File: config.mk
export PLATFORM = sky130hd
export DESIGN_NAME = wiener_stats_top
export DESIGN_NICKNAME = d
export VERILOG_FILES = /design/src/wiener_pkg.sv /design/src/block_stats_ctrl.sv /design/src/mean_unit.sv /design/src/sample_delay_line.sv /design/src/variance_unit.sv /design/src/noise_estimator.sv /design/src/wiener_stats_top.sv
export SDC_FILE = /design/constraint.sdc
export NUM_CORES = 1
export LEC_CHECK = 0
export ABC_AREA = 1
export BUFFER_PORTS_ARGS = -buffer_cell sky130_fd_sc_hd__buf_2
export CAP_MARGIN = 30
export CORE_MARGIN = 2
export CORE_UTILIZATION = 50
export DETAILED_ROUTE_END_ITERATION = 16
export HOLD_SLACK_MARGIN = 0.1
export MAX_ROUTING_LAYER = met4
export PLACE_DENSITY_LB_ADDON = 0.25
export SKIP_LAST_GASP = 1
export SLEW_MARGIN = 20
export SYNTH_ARGS = -nofsm -noshare
export SYNTH_HDL_FRONTEND = slang
export SYNTH_HIERARCHICAL = 1
export SYNTH_SLANG_ARGS = --single-unit
File: constraint.sdc
create_clock -name clk -period 10.1 [get_ports clk]
set_input_delay 2.02 -clock clk [delete_from_list [all_inputs] [get_ports clk]]
set_output_delay 2.02 -clock clk [all_outputs]
set_load 0.01 [all_outputs]
File: src/wiener_pkg.sv
// wiener block statistics package
// shared sizes, the pixel and result structs, and the controller states
package wiener_pkg;

	// pixel and block geometry
	localparam int PIXEL_W       = 8;
	localparam int BLOCK_LOG2    = 3;
	localparam int BLOCK_SAMPLES = 8; // must equal 2**BLOCK_LOG2

	// result widths
	localparam int VAR_W = 16; // holds the 16256 worst case

	// frames hold 2**frame_blocks_log2 blocks
	localparam int MAX_FRAME_LOG2 = 4;
	localparam int BLK_CNT_W      = 5; // counts up to 2**MAX_FRAME_LOG2

	// one input pixel, as it arrives from the source
	typedef struct packed {
		logic               sof;   // first sample of a frame
		logic               valid;
		logic [PIXEL_W-1:0] data;
	} pixel_in_t;

	// statistics of one block
	typedef struct packed {
		logic [PIXEL_W-1:0] mean;     // floored
		logic [VAR_W-1:0]   variance; // about the floored mean
	} block_stat_t;

	// controller FSM states
	typedef enum logic [1:0] {
		IDLE   = 2'd0, // between frames
		STREAM = 2'd1, // frame samples arriving
		FLUSH  = 2'd2  // last block shifted out of the delay line
	} ctrl_state_t;

endpackage

File: src/block_stats_ctrl.sv
`timescale 1ns/1ps
// block statistics controller
// follows frame and block boundaries, drives the delay-line shift,
// marks the first replayed sample of each block and runs the end-of-frame flush
module block_stats_ctrl import wiener_pkg::*; (
	input  logic       clk,
	input  logic       rst_n,
	input  pixel_in_t  pixel,
	input  logic       mean_valid,
	input  logic [2:0] frame_blocks_log2,
	output logic       shift_en,
	output logic       replay_start,
	output logic       last_block
);

	ctrl_state_t           state;
	ctrl_state_t           state_nxt;
	logic [BLOCK_LOG2-1:0] shift_cnt; // position inside the current block
	logic [BLK_CNT_W-1:0]  blk_cnt;   // finished blocks of this frame
	logic [BLK_CNT_W-1:0]  blk_last;
	logic                  frame_start;
	logic                  block_end;
	logic                  flush_end;

	assign frame_start = (state == IDLE) && pixel.valid && pixel.sof;
	assign block_end   = pixel.valid && (shift_cnt == BLOCK_LOG2'(BLOCK_SAMPLES - 1));
	assign flush_end   = (state == FLUSH) && (shift_cnt == BLOCK_LOG2'(BLOCK_SAMPLES - 1));
	assign blk_last    = (BLK_CNT_W'(1) << frame_blocks_log2) - BLK_CNT_W'(1);

	always_comb begin
		case (state)
			IDLE:    shift_en = frame_start;
			STREAM:  shift_en = pixel.valid;
			FLUSH:   shift_en = 1'b1; // one shift per cycle
			default: shift_en = 1'b0;
		endcase
	end

	// the sof sample is taken in IDLE, so shift_cnt 0 in STREAM is a later block
	assign replay_start = shift_en && (state != IDLE) && (shift_cnt == '0);

	always_comb begin
		state_nxt = state;
		case (state)
			IDLE: begin
				if (frame_start)
					state_nxt = STREAM;
			end
			STREAM: begin
				// mean pulses of all earlier blocks are in by now
				if (block_end && (blk_cnt == blk_last))
					state_nxt = FLUSH;
			end
			FLUSH: begin
				if (flush_end)
					state_nxt = IDLE;
			end
			default: state_nxt = IDLE;
		endcase
	end

	always_ff @(posedge clk or negedge rst_n) begin
		if (!rst_n) begin
			state      <= IDLE;
			shift_cnt  <= '0;
			blk_cnt    <= '0;
			last_block <= 1'b0;
		end else begin
			state <= state_nxt;
			if (shift_en)
				shift_cnt <= frame_start ? BLOCK_LOG2'(1) : shift_cnt + 1'b1;
			if (frame_start)
				blk_cnt <= '0;
			else if (mean_valid)
				blk_cnt <= blk_cnt + 1'b1;
			last_block <= flush_end; // lines up with the final var_valid
		end
	end

	// source must hold off until the frame is out
	a_no_valid_in_flush: assert property (@(posedge clk) disable iff (!rst_n)
		(state == FLUSH) |-> !pixel.valid)
		else $error("pixel valid during flush");

	a_no_sof_in_stream: assert property (@(posedge clk) disable iff (!rst_n)
		(state == STREAM) |-> !(pixel.valid && pixel.sof))
		else $error("sof inside a running frame");

endmodule

File: src/mean_unit.sv
`timescale 1ns/1ps
// block mean unit
// sums BLOCK_SAMPLES valid pixels and gives the floored mean one cycle
// after the last sample of the block
module mean_unit import wiener_pkg::*; (
	input  logic               clk,
	input  logic               rst_n,
	input  pixel_in_t          pixel,
	output logic [PIXEL_W-1:0] mean,
	output logic               mean_valid
);

	logic [BLOCK_LOG2-1:0]         cnt;
	logic [PIXEL_W+BLOCK_LOG2-1:0] acc;
	logic [BLOCK_LOG2-1:0]         idx;
	logic [PIXEL_W+BLOCK_LOG2-1:0] sum;
	logic                          block_done;

	// sof starts a fresh block with the current sample
	assign idx = pixel.sof ? '0 : cnt;
	assign sum = (pixel.sof ? '0 : acc) + {{BLOCK_LOG2{1'b0}}, pixel.data};

	assign block_done = pixel.valid && (idx == BLOCK_LOG2'(BLOCK_SAMPLES - 1));

	always_ff @(posedge clk or negedge rst_n) begin
		if (!rst_n) begin
			cnt        <= '0;
			acc        <= '0;
			mean_valid <= 1'b0;
		end else begin
			mean_valid <= block_done;
			if (pixel.valid) begin
				cnt <= idx + 1'b1; // wraps at the block end
				acc <= block_done ? '0 : sum;
			end
		end
	end

	// divide by BLOCK_SAMPLES, holds until the next block
	always_ff @(posedge clk) begin
		if (block_done)
			mean <= sum[PIXEL_W+BLOCK_LOG2-1:BLOCK_LOG2];
	end

endmodule

File: src/sample_delay_line.sv
`timescale 1ns/1ps
// sample delay line
// BLOCK_SAMPLES-deep shift register, replays each block's samples
// while the next block comes in
module sample_delay_line import wiener_pkg::*; (
	input  logic               clk,
	input  logic               rst_n,
	input  logic               shift_en,
	input  logic [PIXEL_W-1:0] din,
	output logic [PIXEL_W-1:0] dout
);

	logic [BLOCK_SAMPLES-1:0][PIXEL_W-1:0] taps; // taps[0] newest

	always_ff @(posedge clk or negedge rst_n) begin
		if (!rst_n) begin
			taps <= '0;
		end else if (shift_en) begin
			taps <= {taps[BLOCK_SAMPLES-2:0], din};
		end
	end

	// sample that entered BLOCK_SAMPLES shifts ago, leaves on the next shift
	assign dout = taps[BLOCK_SAMPLES-1];

endmodule

File: src/variance_unit.sv
`timescale 1ns/1ps
// block variance unit
// latches the block mean at the start of a replay, sums the squared
// deviations of the replayed samples and gives the floored variance
module variance_unit import wiener_pkg::*; (
	input  logic               clk,
	input  logic               rst_n,
	input  logic               shift_en,
	input  logic               replay_start,
	input  logic [PIXEL_W-1:0] sample,
	input  logic [PIXEL_W-1:0] mean,
	output logic [VAR_W-1:0]   variance,
	output logic               var_valid
);

	logic [PIXEL_W-1:0]          mean_q;
	logic [PIXEL_W-1:0]          mean_use;
	logic                        busy;
	logic [BLOCK_LOG2-1:0]       cnt;
	logic [BLOCK_LOG2-1:0]       idx;
	logic [VAR_W+BLOCK_LOG2-1:0] acc;
	logic [VAR_W+BLOCK_LOG2-1:0] sum;
	logic signed [PIXEL_W:0]     dev;
	logic signed [2*PIXEL_W+1:0] dev_sq;
	logic [2*PIXEL_W-1:0]        sq;
	logic                        take;
	logic                        last_take;

	// first replayed sample sees the mean before it is latched
	assign mean_use = replay_start ? mean : mean_q;

	assign dev    = $signed({1'b0, sample}) - $signed({1'b0, mean_use});
	assign dev_sq = dev * dev;
	assign sq     = dev_sq[2*PIXEL_W-1:0]; // 255*255 still fits

	assign take      = shift_en && (busy || replay_start);
	assign idx       = replay_start ? '0 : cnt;
	assign last_take = take && (idx == BLOCK_LOG2'(BLOCK_SAMPLES - 1));
	assign sum       = (replay_start ? '0 : acc)
		+ {{(VAR_W+BLOCK_LOG2-2*PIXEL_W){1'b0}}, sq};

	always_ff @(posedge clk or negedge rst_n) begin
		if (!rst_n) begin
			busy      <= 1'b0;
			cnt       <= '0;
			acc       <= '0;
			var_valid <= 1'b0;
		end else begin
			var_valid <= last_take;
			if (take) begin
				cnt  <= idx + 1'b1;
				acc  <= sum;
				busy <= !last_take;
			end
		end
	end

	always_ff @(posedge clk) begin
		if (replay_start)
			mean_q <= mean; // previous block's mean
		if (last_take)
			variance <= sum[VAR_W+BLOCK_LOG2-1:BLOCK_LOG2];
	end

	// controller must not start a replay over a running one
	a_replay_when_idle: assert property (@(posedge clk) disable iff (!rst_n)
		replay_start |-> !busy)
		else $error("replay_start while a block replay is running");

endmodule

File: src/noise_estimator.sv
`timescale 1ns/1ps
// frame noise estimator
// sums the block variances of a frame and divides by the block count
// once the last block's variance is in
module noise_estimator import wiener_pkg::*; (
	input  logic             clk,
	input  logic             rst_n,
	input  logic             var_valid,
	input  logic             last_block,
	input  logic [VAR_W-1:0] variance,
	input  logic [2:0]       frame_blocks_log2,
	output logic [VAR_W-1:0] frame_noise,
	output logic             noise_valid
);

	logic [VAR_W+MAX_FRAME_LOG2-1:0] acc;
	logic [VAR_W+MAX_FRAME_LOG2-1:0] sum;
	logic [VAR_W+MAX_FRAME_LOG2-1:0] avg;
	logic                            frame_end;

	assign sum       = acc + {{MAX_FRAME_LOG2{1'b0}}, variance};
	assign avg       = sum >> frame_blocks_log2; // block count is a power of two
	assign frame_end = var_valid && last_block;

	always_ff @(posedge clk or negedge rst_n) begin
		if (!rst_n) begin
			acc         <= '0;
			noise_valid <= 1'b0;
		end else begin
			noise_valid <= frame_end;
			if (var_valid)
				acc <= last_block ? '0 : sum; // nothing carries into the next frame
		end
	end

	always_ff @(posedge clk) begin
		if (frame_end)
			frame_noise <= avg[VAR_W-1:0];
	end

	// last_block from the controller has to meet the final variance pulse
	a_last_with_var: assert property (@(posedge clk) disable iff (!rst_n)
		last_block |-> var_valid)
		else $error("last_block without a variance");

endmodule

File: src/wiener_stats_top.sv
`timescale 1ns/1ps
// wiener block statistics top
// per-block floored mean and variance of a pixel stream, plus the
// frame noise estimate from the average block variance
module wiener_stats_top import wiener_pkg::*; (
	input  logic             clk,
	input  logic             rst_n,
	input  pixel_in_t        pixel,
	input  logic [2:0]       frame_blocks_log2,
	output block_stat_t      stat,
	output logic             mean_valid,
	output logic             var_valid,
	output logic [VAR_W-1:0] frame_noise,
	output logic             noise_valid
);

	logic               shift_en;
	logic               replay_start;
	logic               last_block;
	logic [PIXEL_W-1:0] line_din;
	logic [PIXEL_W-1:0] line_dout;

	assign line_din = pixel.valid ? pixel.data : '0; // zeros enter during the flush

	block_stats_ctrl ctrl_inst (
		.clk               (clk),
		.rst_n             (rst_n),
		.pixel             (pixel),
		.mean_valid        (mean_valid),
		.frame_blocks_log2 (frame_blocks_log2),
		.shift_en          (shift_en),
		.replay_start      (replay_start),
		.last_block        (last_block)
	);

	mean_unit mean_unit_inst (
		.clk        (clk),
		.rst_n      (rst_n),
		.pixel      (pixel),
		.mean       (stat.mean),
		.mean_valid (mean_valid)
	);

	sample_delay_line delay_line_inst (
		.clk      (clk),
		.rst_n    (rst_n),
		.shift_en (shift_en),
		.din      (line_din),
		.dout     (line_dout)
	);

	variance_unit variance_unit_inst (
		.clk          (clk),
		.rst_n        (rst_n),
		.shift_en     (shift_en),
		.replay_start (replay_start),
		.sample       (line_dout),
		.mean         (stat.mean),
		.variance     (stat.variance),
		.var_valid    (var_valid)
	);

	noise_estimator noise_inst (
		.clk               (clk),
		.rst_n             (rst_n),
		.var_valid         (var_valid),
		.last_block        (last_block),
		.variance          (stat.variance),
		.frame_blocks_log2 (frame_blocks_log2),
		.frame_noise       (frame_noise),
		.noise_valid       (noise_valid)
	);

endmodule

Word level (Yosys, flattened, before mapping)
Cells that the tools add are included.
Word-level totals
  input bits: 15
  bits in registers: 183
  output and inout bits: 43
  word-level logic and storage cells: 80
Operators by class
  $mul: 1
  eq/ne operators: 9
  reductions and logical operators: 18
  shift operators: 2
  mux-type cells: 16
  add/sub/neg operators: 9
Operators by type and width (number)
  two-way mux 11 bit: 2
  adder 20 x 16 -> 20 bit: 1
  two-way mux 20 bit: 1
  >> shifter 20 x 3 -> 16 bit: 1
  adder 19 x 16 -> 19 bit: 1
  two-way mux 19 bit: 1
  multiplier 9 x 9 -> 16 bit: 1
  two-way mux 8 bit: 2
  adder 11 x 8 -> 11 bit: 1
  logical AND 1 bit: 11
  two-way mux 5 bit: 2
  adder 3 x 1 -> 3 bit, second input constant: 3
  == test 3 bit, second input constant: 3
  two-way mux 3 bit: 3
  subtractor 8 x 8 -> 9 bit: 1
  two-way mux 2 bit: 3
  != test 2 x 1 -> 1 bit, second input constant: 3
  case mux 2 bit (3 select lines): 1
  adder 5 x 1 -> 5 bit, second input constant: 1
  == test 5 bit: 1
  left shift 1 x 3 -> 5 bit, first input constant: 1
  subtractor 5 x 2 -> 5 bit, second input constant: 1
  nonzero test 2 bit: 2
  zero test 3 bit: 1
  other kinds (7): 7

Logic depth before layout (Yosys ltp)
Gate-level depths: netlist of run 1.
  depth after elaboration: 10
  mapped depth: 50
  mapped depth without buffers: 49

Cells and area by module
Netlist of run 1, hierarchy kept.
Modules (own cells, without submodules)
  variance_unit: area each 5705.5 um^2, times used 1, cells an instance 732, seq. area each 1241.2 um^2
  noise_estimator: area each 2981.6 um^2, times used 1, cells an instance 434, seq. area each 1006.0 um^2
  sample_delay_line: area each 2506.2 um^2, times used 1, cells an instance 278, seq. area each 1601.5 um^2
  mean_unit: area each 1480.2 um^2, times used 1, cells an instance 192, seq. area each 615.6 um^2
  block_stats_ctrl: area each 715.7 um^2, times used 1, cells an instance 99, seq. area each 275.3 um^2
  wiener_stats_top: area each 65.1 um^2, times used 1, cells an instance 17, seq. area each 0.0 um^2

Least setup slack after synthesis of run 1
Ideal clock, no wire load.
  path type: in2reg
  start point: input port pixel[8] (netlist bit)
  end point: register variance_unit_inst.variance[15] (data pin)
  stages on the path: 41
  path buffers: 2
  library setup time: 0.255 ns
  slack: 0.742 ns
  arrival time: 9.103 ns
  required time: 9.845 ns
  cell sequence: inv_1 -> o21ai_2 -> and3_1 -> buf_6 -> buf_2 -> nand2_1 -> nand2_1 -> ha_1 -> inv_1 -> fa_1 -> nand2_1 -> nand3_2 -> nand2_2 -> nor2_2 -> nor2_4 -> inv_2 -> nor2_1 -> inv_1 -> [5 not listed] -> inv_1 -> fa_1 -> inv_1 -> ha_1 -> a21oi_1 -> o21ai_0 -> a21oi_1 -> nor2_1 -> nor2_1 -> xor2_1 -> ha_1 -> a21oi_1 -> o21ai_0 -> a21oi_1 -> nand2_2 -> nand2_1 -> nand2_1 -> and2_1
Between the ends
  longest elaborated chain between the ends: 9
  elaborated cells on any way between the ends: 10
  classes of those cells: 2 x add/sub; 1 x mul; 3 x mux; 4 x reduce/logical
Ends and longest elaborated chain
  from (decl): line wiener_stats_top.sv:8  | input pixel_in_t pixel,
  logical AND 1 bit (2 in series): line block_stats_ctrl.sv:25  | assign frame_start = (state == IDLE) && pixel.valid && pixel.sof;
  case mux 1 bit (3 select lines) *: line block_stats_ctrl.sv:31  | case (state)
  logical AND 1 bit * (2 in series): line block_stats_ctrl.sv:40  | assign replay_start = shift_en && (state != IDLE) && (shift_cnt == '0);
  net replay_start: line wiener_stats_top.sv:18  | logic replay_start;
  two-way mux 8 bit *
  net variance_unit_inst.mean_use[0]: line variance_unit.sv:17  | logic [PIXEL_W-1:0] mean_use;
  subtractor 8 x 8 -> 9 bit *: line variance_unit.sv:32  | assign dev = $signed({1'b0, sample}) - $signed({1'b0, mean_use});
  multiplier 9 x 9 -> 16 bit *: line variance_unit.sv:33  | assign dev_sq = dev * dev;
  adder 19 x 16 -> 19 bit *: line variance_unit.sv:40  | + {{(VAR_W+BLOCK_LOG2-2*PIXEL_W){1'b0}}, sq};
  net variance_unit_inst.sum[18]: line variance_unit.sv:22  | logic [VAR_W+BLOCK_LOG2-1:0] sum;
  to (signal assigned): line variance_unit.sv:62  | variance <= sum[VAR_W+BLOCK_LOG2-1:BLOCK_LOG2];
  to (decl): line variance_unit.sv:12  | output logic [VAR_W-1:0] variance,
The timed path passes the listed nets; every way through them passes the cells marked *.
A chain may end at the register's enable or synchronous reset.

Final worst setup path of run 1
  start point: input port pixel[8] (netlist bit)
  end point: register variance_unit_inst.variance[15] (data pin)
Between the ends
  longest elaborated chain between the ends: 9
  elaborated cells on any way between the ends: 10
  classes of those cells: 2 x add/sub; 1 x mul; 3 x mux; 4 x reduce/logical
Ends and longest elaborated chain (line)
  logical AND 1 bit (2 in series): block_stats_ctrl.sv:25
  case mux 1 bit (3 select lines) *: block_stats_ctrl.sv:31
  logical AND 1 bit * (2 in series): block_stats_ctrl.sv:40
  net replay_start: wiener_stats_top.sv:18
  two-way mux 8 bit
  subtractor 8 x 8 -> 9 bit: variance_unit.sv:32
  multiplier 9 x 9 -> 16 bit: variance_unit.sv:33
  adder 19 x 16 -> 19 bit *: variance_unit.sv:40
  net variance_unit_inst.sum[18]: variance_unit.sv:22
Marks and branches as above.

==> qor.csv, run 1 <==
metric;value;unit
Die H;168;µm
worst-margin pin slew;0.764;ns
final period demand of the worst path;9.36;ns
CTS tree;done;
CTS clock-pin slew for the worst setup and hold paths;0.09;ns
area of the multi-input gates;7420;µm²
Post-Syn Area;13500;µm²
count of pins over their slew limit;0;
DRT Wirelength;30500;µm
die width;168;µm
I/O Buffers;57;
Yosys top cell by area;dfrtp_1;
GRT overflow;0;
floorplan core area;26700;µm²
die area;28200;µm²
H-tree depth;4;
crit end category;flop;
register area;4740;µm²
CP max stage delay;0.54;ns
post-synth top area share;25.1;%
Max-cap violations;0;
ANT nets after route;0;
critical path type;in2reg;
Fillers;2530;
worst-skew pair later-pin latency;0.45;ns
ant diodes;0;
Setup TNS Final;0;ns
relative slew slack;49.0;%
type of origin of the critical path;input pin;
Mapped Avg Cell Area;7.68;µm²
Row Count;60;
drc violations;0;
leading cell type in the layout, fill and taps excluded;nand2_1;
most frequent cells in the layout;552 x nand2_1, 252 x inv_1, 149 x nand3_1, 135 x dfrtp_1, 123 x nor2_1;
layout cell share with drive strength beyond 1;10.1;%
top area cells in the synthesized netlist;dfrtp_1 25%, nand2_1 15%, edfxtp_1 8.9%, ha_1 8.5%, fa_1 7.9%;
nets;1954;
post-synthesis net count;1911;
fraction of registers with async set/reset;73.8;%
sequential area share after synthesis;35.2;%
HP Class;reg2reg;
Setup Viol. Count Final;0;
DR iter-0 viols;654;
Netlist cell types;55;
status;finished clean;
worst-case clock buffer depth;2;
WP data required;10.31;ns
Yosys reg bits;183;
Synth Flop Type;dfrtp_1;
Via density;5.18;
drt pass-1 iters;7;
period utilization;92.6;%
Syn-to-layout area delta;8.84;%
initial antenna violation count;0;
EDFF count, synth;40;
first-pass GRT wire length;52400;µm
Wirelength per Cell;14.2;µm
Sink Count;183;
Clock Skews;0.0183;ns
unrepaired setup endpoints after global routing;false;
CTS Buf Count;17;
Final Hold Fails;0;
Synth Instances;1752;
Fmax;107;MHz
post-DP HPWL;23400;µm
GP Congestion;0.942;
DR vias;11100;
largest net degree at the start of global routing;75;
Critical Path Most Common Cell;inv_1;
crit-path max FO;10;
Slowest-stage cell, CP;fa_1;
Synth warnings;6;
Total GRT Usage;23.4;%
initial core utilization;50.5;%
hold_buf cts;0;
Root Driver;clkbuf_16;
IO Pins;58;
CTS resizes;0;
R2R Setup Slk;1.94;ns
postcts setup bufs;0;
vias in the first global route;11000;
CP arrival;9.56;ns
routing by layer:
metal | track usage [%] | share of wire [%]
met5 | - | 0
met3 | 3.50 | 4.1
met4 | 5.44 | 1.5
met2 | 37.7 | 47
met1 | 31.3 | 48
path summary, 6_finish.rpt:
path,start,endpoint,depth (start not counted)
max,pixel[8],variance_unit_inst/variance[15]$_DFFE_PP_,39
min,delay_line_inst/taps[9]$_DFFE_PN0P_,delay_line_inst/taps[9]$_DFFE_PN0P_,2
max reg2reg,ctrl_inst/state[1]$_DFFE_PN0P_,variance_unit_inst/variance[15]$_DFFE_PP_,39
min reg2reg,delay_line_inst/taps[9]$_DFFE_PN0P_,delay_line_inst/taps[9]$_DFFE_PN0P_,2
max in group asynchronous,rst_n,delay_line_inst/taps[47]$_DFFE_PN0P_,3
min in group asynchronous,rst_n,variance_unit_inst/acc[9]$_DFFE_PN0P_,1
critical path: cells and delay by family:
family,cells,cell delay [ns]
xor gates and xnor gates,1,0.18
adders and majority gates,8,3.55
AOI/OAI and AO/OA,8,1.42
and+or+nand+nor,13,1.67
buffers and inverters,9,0.73
registers in the layout, indices dropped and copies added (netlist names), 2 cells and up:
register and count:
ctrl_inst/blk_cnt 5, ctrl_inst/shift_cnt 3, ctrl_inst/state 2, delay_line_inst/dout 8, delay_line_inst/taps 56, mean_unit_inst/acc 11
mean_unit_inst/cnt 3, mean_unit_inst/mean 8, noise_inst/acc 20, noise_inst/frame_noise 16, variance_unit_inst/acc 19, variance_unit_inst/cnt 3
variance_unit_inst/mean_q 8, variance_unit_inst/variance 16
kinds of logic (layout without fill, tap and decap cells):
group                    Yosys count  count (layout)  synth area share [%]
buffers and inverters            312             368                  9.65
adder cells (fa/ha/maj)          144             144                  16.3
flip-flops                       183             183                  35.2
multiplexers                       1               1                0.0744
AND/OR/NAND/NOR                  933             933                  30.1
XOR/XNOR                          31              31                  2.07
AO/OA/AOI/OAI                    148             148                  6.49
Yosys cell counts (all sizes together) (3+ instances only):
master	n
a21o	4
ha	91
dfrtp	135
nand3	158
a32o	7
nor2	140
nand2	569
buf	29
a22o	5
dfxtp	8
o21bai	3
fa	53
nor3	15
o21ai	76
nand4	9
xor2	23
a21oi	41
edfxtp	40
o211ai	4
o22ai	4
nand3b	7
clkbuf	14
or2	15
inv	267
xnor2	8
and2	17
stage by stage:
stage	hold slack (ns)	cells	setup slack (ns)	instance area, µm²	utilization [%]
floorplan	0.442	1752	0.742	13500	-
global placement	0.453	2115	0.493	13900	52.3
detailed placement	0.458	2116	0.296	14000	52.4
CTS	0.478	2148	0.740	14600	54.8
global route	0.495	2149	0.0623	14600	54.9
finish	0.474	2149	0.744	14600	54.9
layout make-up:
cell class / count / area share, %
Sequential cell: 183 / 32.4
Tap cell: 341 / 2.91
Timing Repair Buffer: 67 / 2.73
Clock buffer: 17 / 2.90
Inverter: 269 / 6.93
Multi-Input combinational cell: 1257 / 50.6
Clock inverter: 15 / 1.52
Power of run 1 is not shown: default switching activity piles up to over one toggle a cycle in this logic, so the estimate is an artifact.
==> run 2, diff against run 1 <==
- clock period: 10.1 -> 10.95 ns (I/O delays scaled with it)
==> qor.csv, run 2 (same netlist as run 1, synthesis figures left out) <==
metric;value;unit;change
status;finished clean;;unchanged
die area;28200;µm²;unchanged
unrepaired setup endpoints after global routing;false;;unchanged
DR vias;11100;;about the same
hold_buf cts;0;;unchanged
floorplan core area;26700;µm²;unchanged
Reg-to-Reg Start;ctrl_inst/state[1]$_DFFE_PN0P_;;unchanged
Clock Skews;0.0167;ns;was 0.0183 ns
Max-cap violations;0;;unchanged
worst-margin pin slew;0.747;ns;was 0.764 ns
Total GRT Usage;23.4;%;about the same
vias in the first global route;10700;;was 11000
IO Pins;58;;unchanged
CP Launch Point;pixel[8];;unchanged
critical path type;in2reg;;unchanged
leading cell type in the layout, fill and taps excluded;nand2_1;;unchanged
HP Class;reg2reg;;unchanged
layout cell share with drive strength beyond 1;9.92;%;was 10.1%
HP Start;delay_line_inst/taps[2]$_DFFE_PN0P_;;was delay_line_inst/taps[9]$_DFFE_PN0P_
I/O Buffers;57;;unchanged
relative slew slack;50.2;%;was 49.0%
DR iter-0 viols;878;;was 654
most flop-heavy register;delay_line_inst/taps;;unchanged
Root Driver;clkbuf_16;;unchanged
Setup Viol. Count Final;0;;unchanged
Die H;168;µm;unchanged
worst-case clock buffer depth;2;;unchanged
CP top delay family;adder cells;;unchanged
final period demand of the worst path;9.93;ns;
ANT nets after route;0;;unchanged
GP Congestion;0.912;;was 0.942
drt pass-1 iters;6;;was 7
ant diodes;0;;unchanged
CP max stage delay;0.54;ns;about the same
Row Count;60;;unchanged
count of pins over their slew limit;0;;unchanged
die width;168;µm;unchanged
Final Hold Fails;0;;unchanged
biggest regs;delay_line_inst/taps x56, noise_inst/acc x20, variance_unit_inst/acc x19;;unchanged
nets;1951;;was 1954
H-tree depth;4;;unchanged
post-DP HPWL;23300;µm;was 23400 µm
CTS Buf Count;17;;unchanged
CTS resizes;0;;unchanged
most frequent cells in the layout;552 x nand2_1, 252 x inv_1, 149 x nand3_1, 135 x dfrtp_1, 123 x nor2_1;;unchanged
Syn-to-layout area delta;8.70;%;was 8.84%
Fillers;2484;;was 2530
Setup TNS Final;0;ns;unchanged
WP data required;11.15;ns;was 10.31 ns
period utilization;90.7;%;
Via density;5.16;;was 5.18
crit end category;flop;;unchanged
postcts setup bufs;0;;unchanged
CP arrival;10.13;ns;was 9.56 ns
initial antenna violation count;0;;unchanged
largest net degree at the start of global routing;70;;was 75
first-pass GRT wire length;52100;µm;was 52400 µm
Sink Count;183;;unchanged
type of origin of the critical path;input pin;;unchanged
worst-skew pair later-pin latency;0.45;ns;about the same
Slowest-stage cell, CP;fa_1;;unchanged
CTS tree;done;;unchanged
CTS clock-pin slew for the worst setup and hold paths;0.09;ns;about the same
drc violations;0;;unchanged
crit-path max FO;10;;unchanged
worst path bufs/invs;8;;was 9
Wirelength per Cell;14.2;µm;about the same
Largest register FFs;56;;unchanged
GRT overflow;0;;unchanged
DRT Wirelength;30400;µm;was 30500 µm
post-layout util;54.9;%;about the same
initial core utilization;50.5;%;unchanged
Fmax;101;MHz;
[run 2: cell count changes in the layout (fill, tap and decap cells not counted), sizes merged]
cell,before,now
buf,67,64
[run 2: worst register-to-register path, delay by kind of cell, from the launching register on]
family                   cells  cell delay [ns]
adder cells (fa/ha/maj)      8             3.56
AND/OR/NAND/NOR             15             2.05
AO/OA/AOI/OAI                8             1.40
buffers and inverters        7             0.70
flip-flops                   1             0.42
XOR/XNOR                     1             0.17
[run 2: path summary, 6_finish.rpt]
path                                                             endpoint  depth (start not counted)  slack (ns)
worst max-delay path            variance_unit_inst/variance[15]$_DFFE_PP_                         39        1.02
worst min-delay path                 delay_line_inst/taps[10]$_DFFE_PN0P_                          2        0.47
worst max register to register  variance_unit_inst/variance[15]$_DFFE_PP_                         39        2.40
worst min register to register       delay_line_inst/taps[10]$_DFFE_PN0P_                          2        0.47
max in group asynchronous            delay_line_inst/taps[53]$_DFFE_PN0P_                          3        8.06
min in group asynchronous          variance_unit_inst/acc[12]$_DFFE_PN0P_                          1        1.70
[run 2: area by class of cell]
cell class                      instances  area (µm²)  share of cell area, %
Clock buffer                           17         425                   2.91
Clock inverter                         15         225                   1.54
Inverter                              269        1010                   6.94
Multi-Input combinational cell       1257        7420                   50.7
Sequential cell                       183        4740                   32.4
Tap cell                              341         427                   2.92
Timing Repair Buffer                   64         377                   2.58
[run 2: per-stage QoR]
step / instances / setup WS (ns) / hold WS [ns] / area (µm²)
after floorplan: 1752 / 1.42 / 0.442 / 13500
after global placement: 2112 / 0.805 / 0.453 / 13900
after detailed placement: 2114 / 0.590 / 0.459 / 14000
after CTS: 2146 / 1.05 / 0.473 / 14600
after global routing: 2146 / 0.255 / 0.498 / 14600
final: 2146 / 1.02 / 0.471 / 14600
[run 2: metal layers]
metal,GRT usage (%),vias up,share of wire [%]
li1,-,5604,-
met1,32.0,5164,47
met2,36.7,269,46
met3,3.86,38,5.2
met4,5.41,0,1.5
met5,-,-,0
Power of run 2 is left out for the same reason.
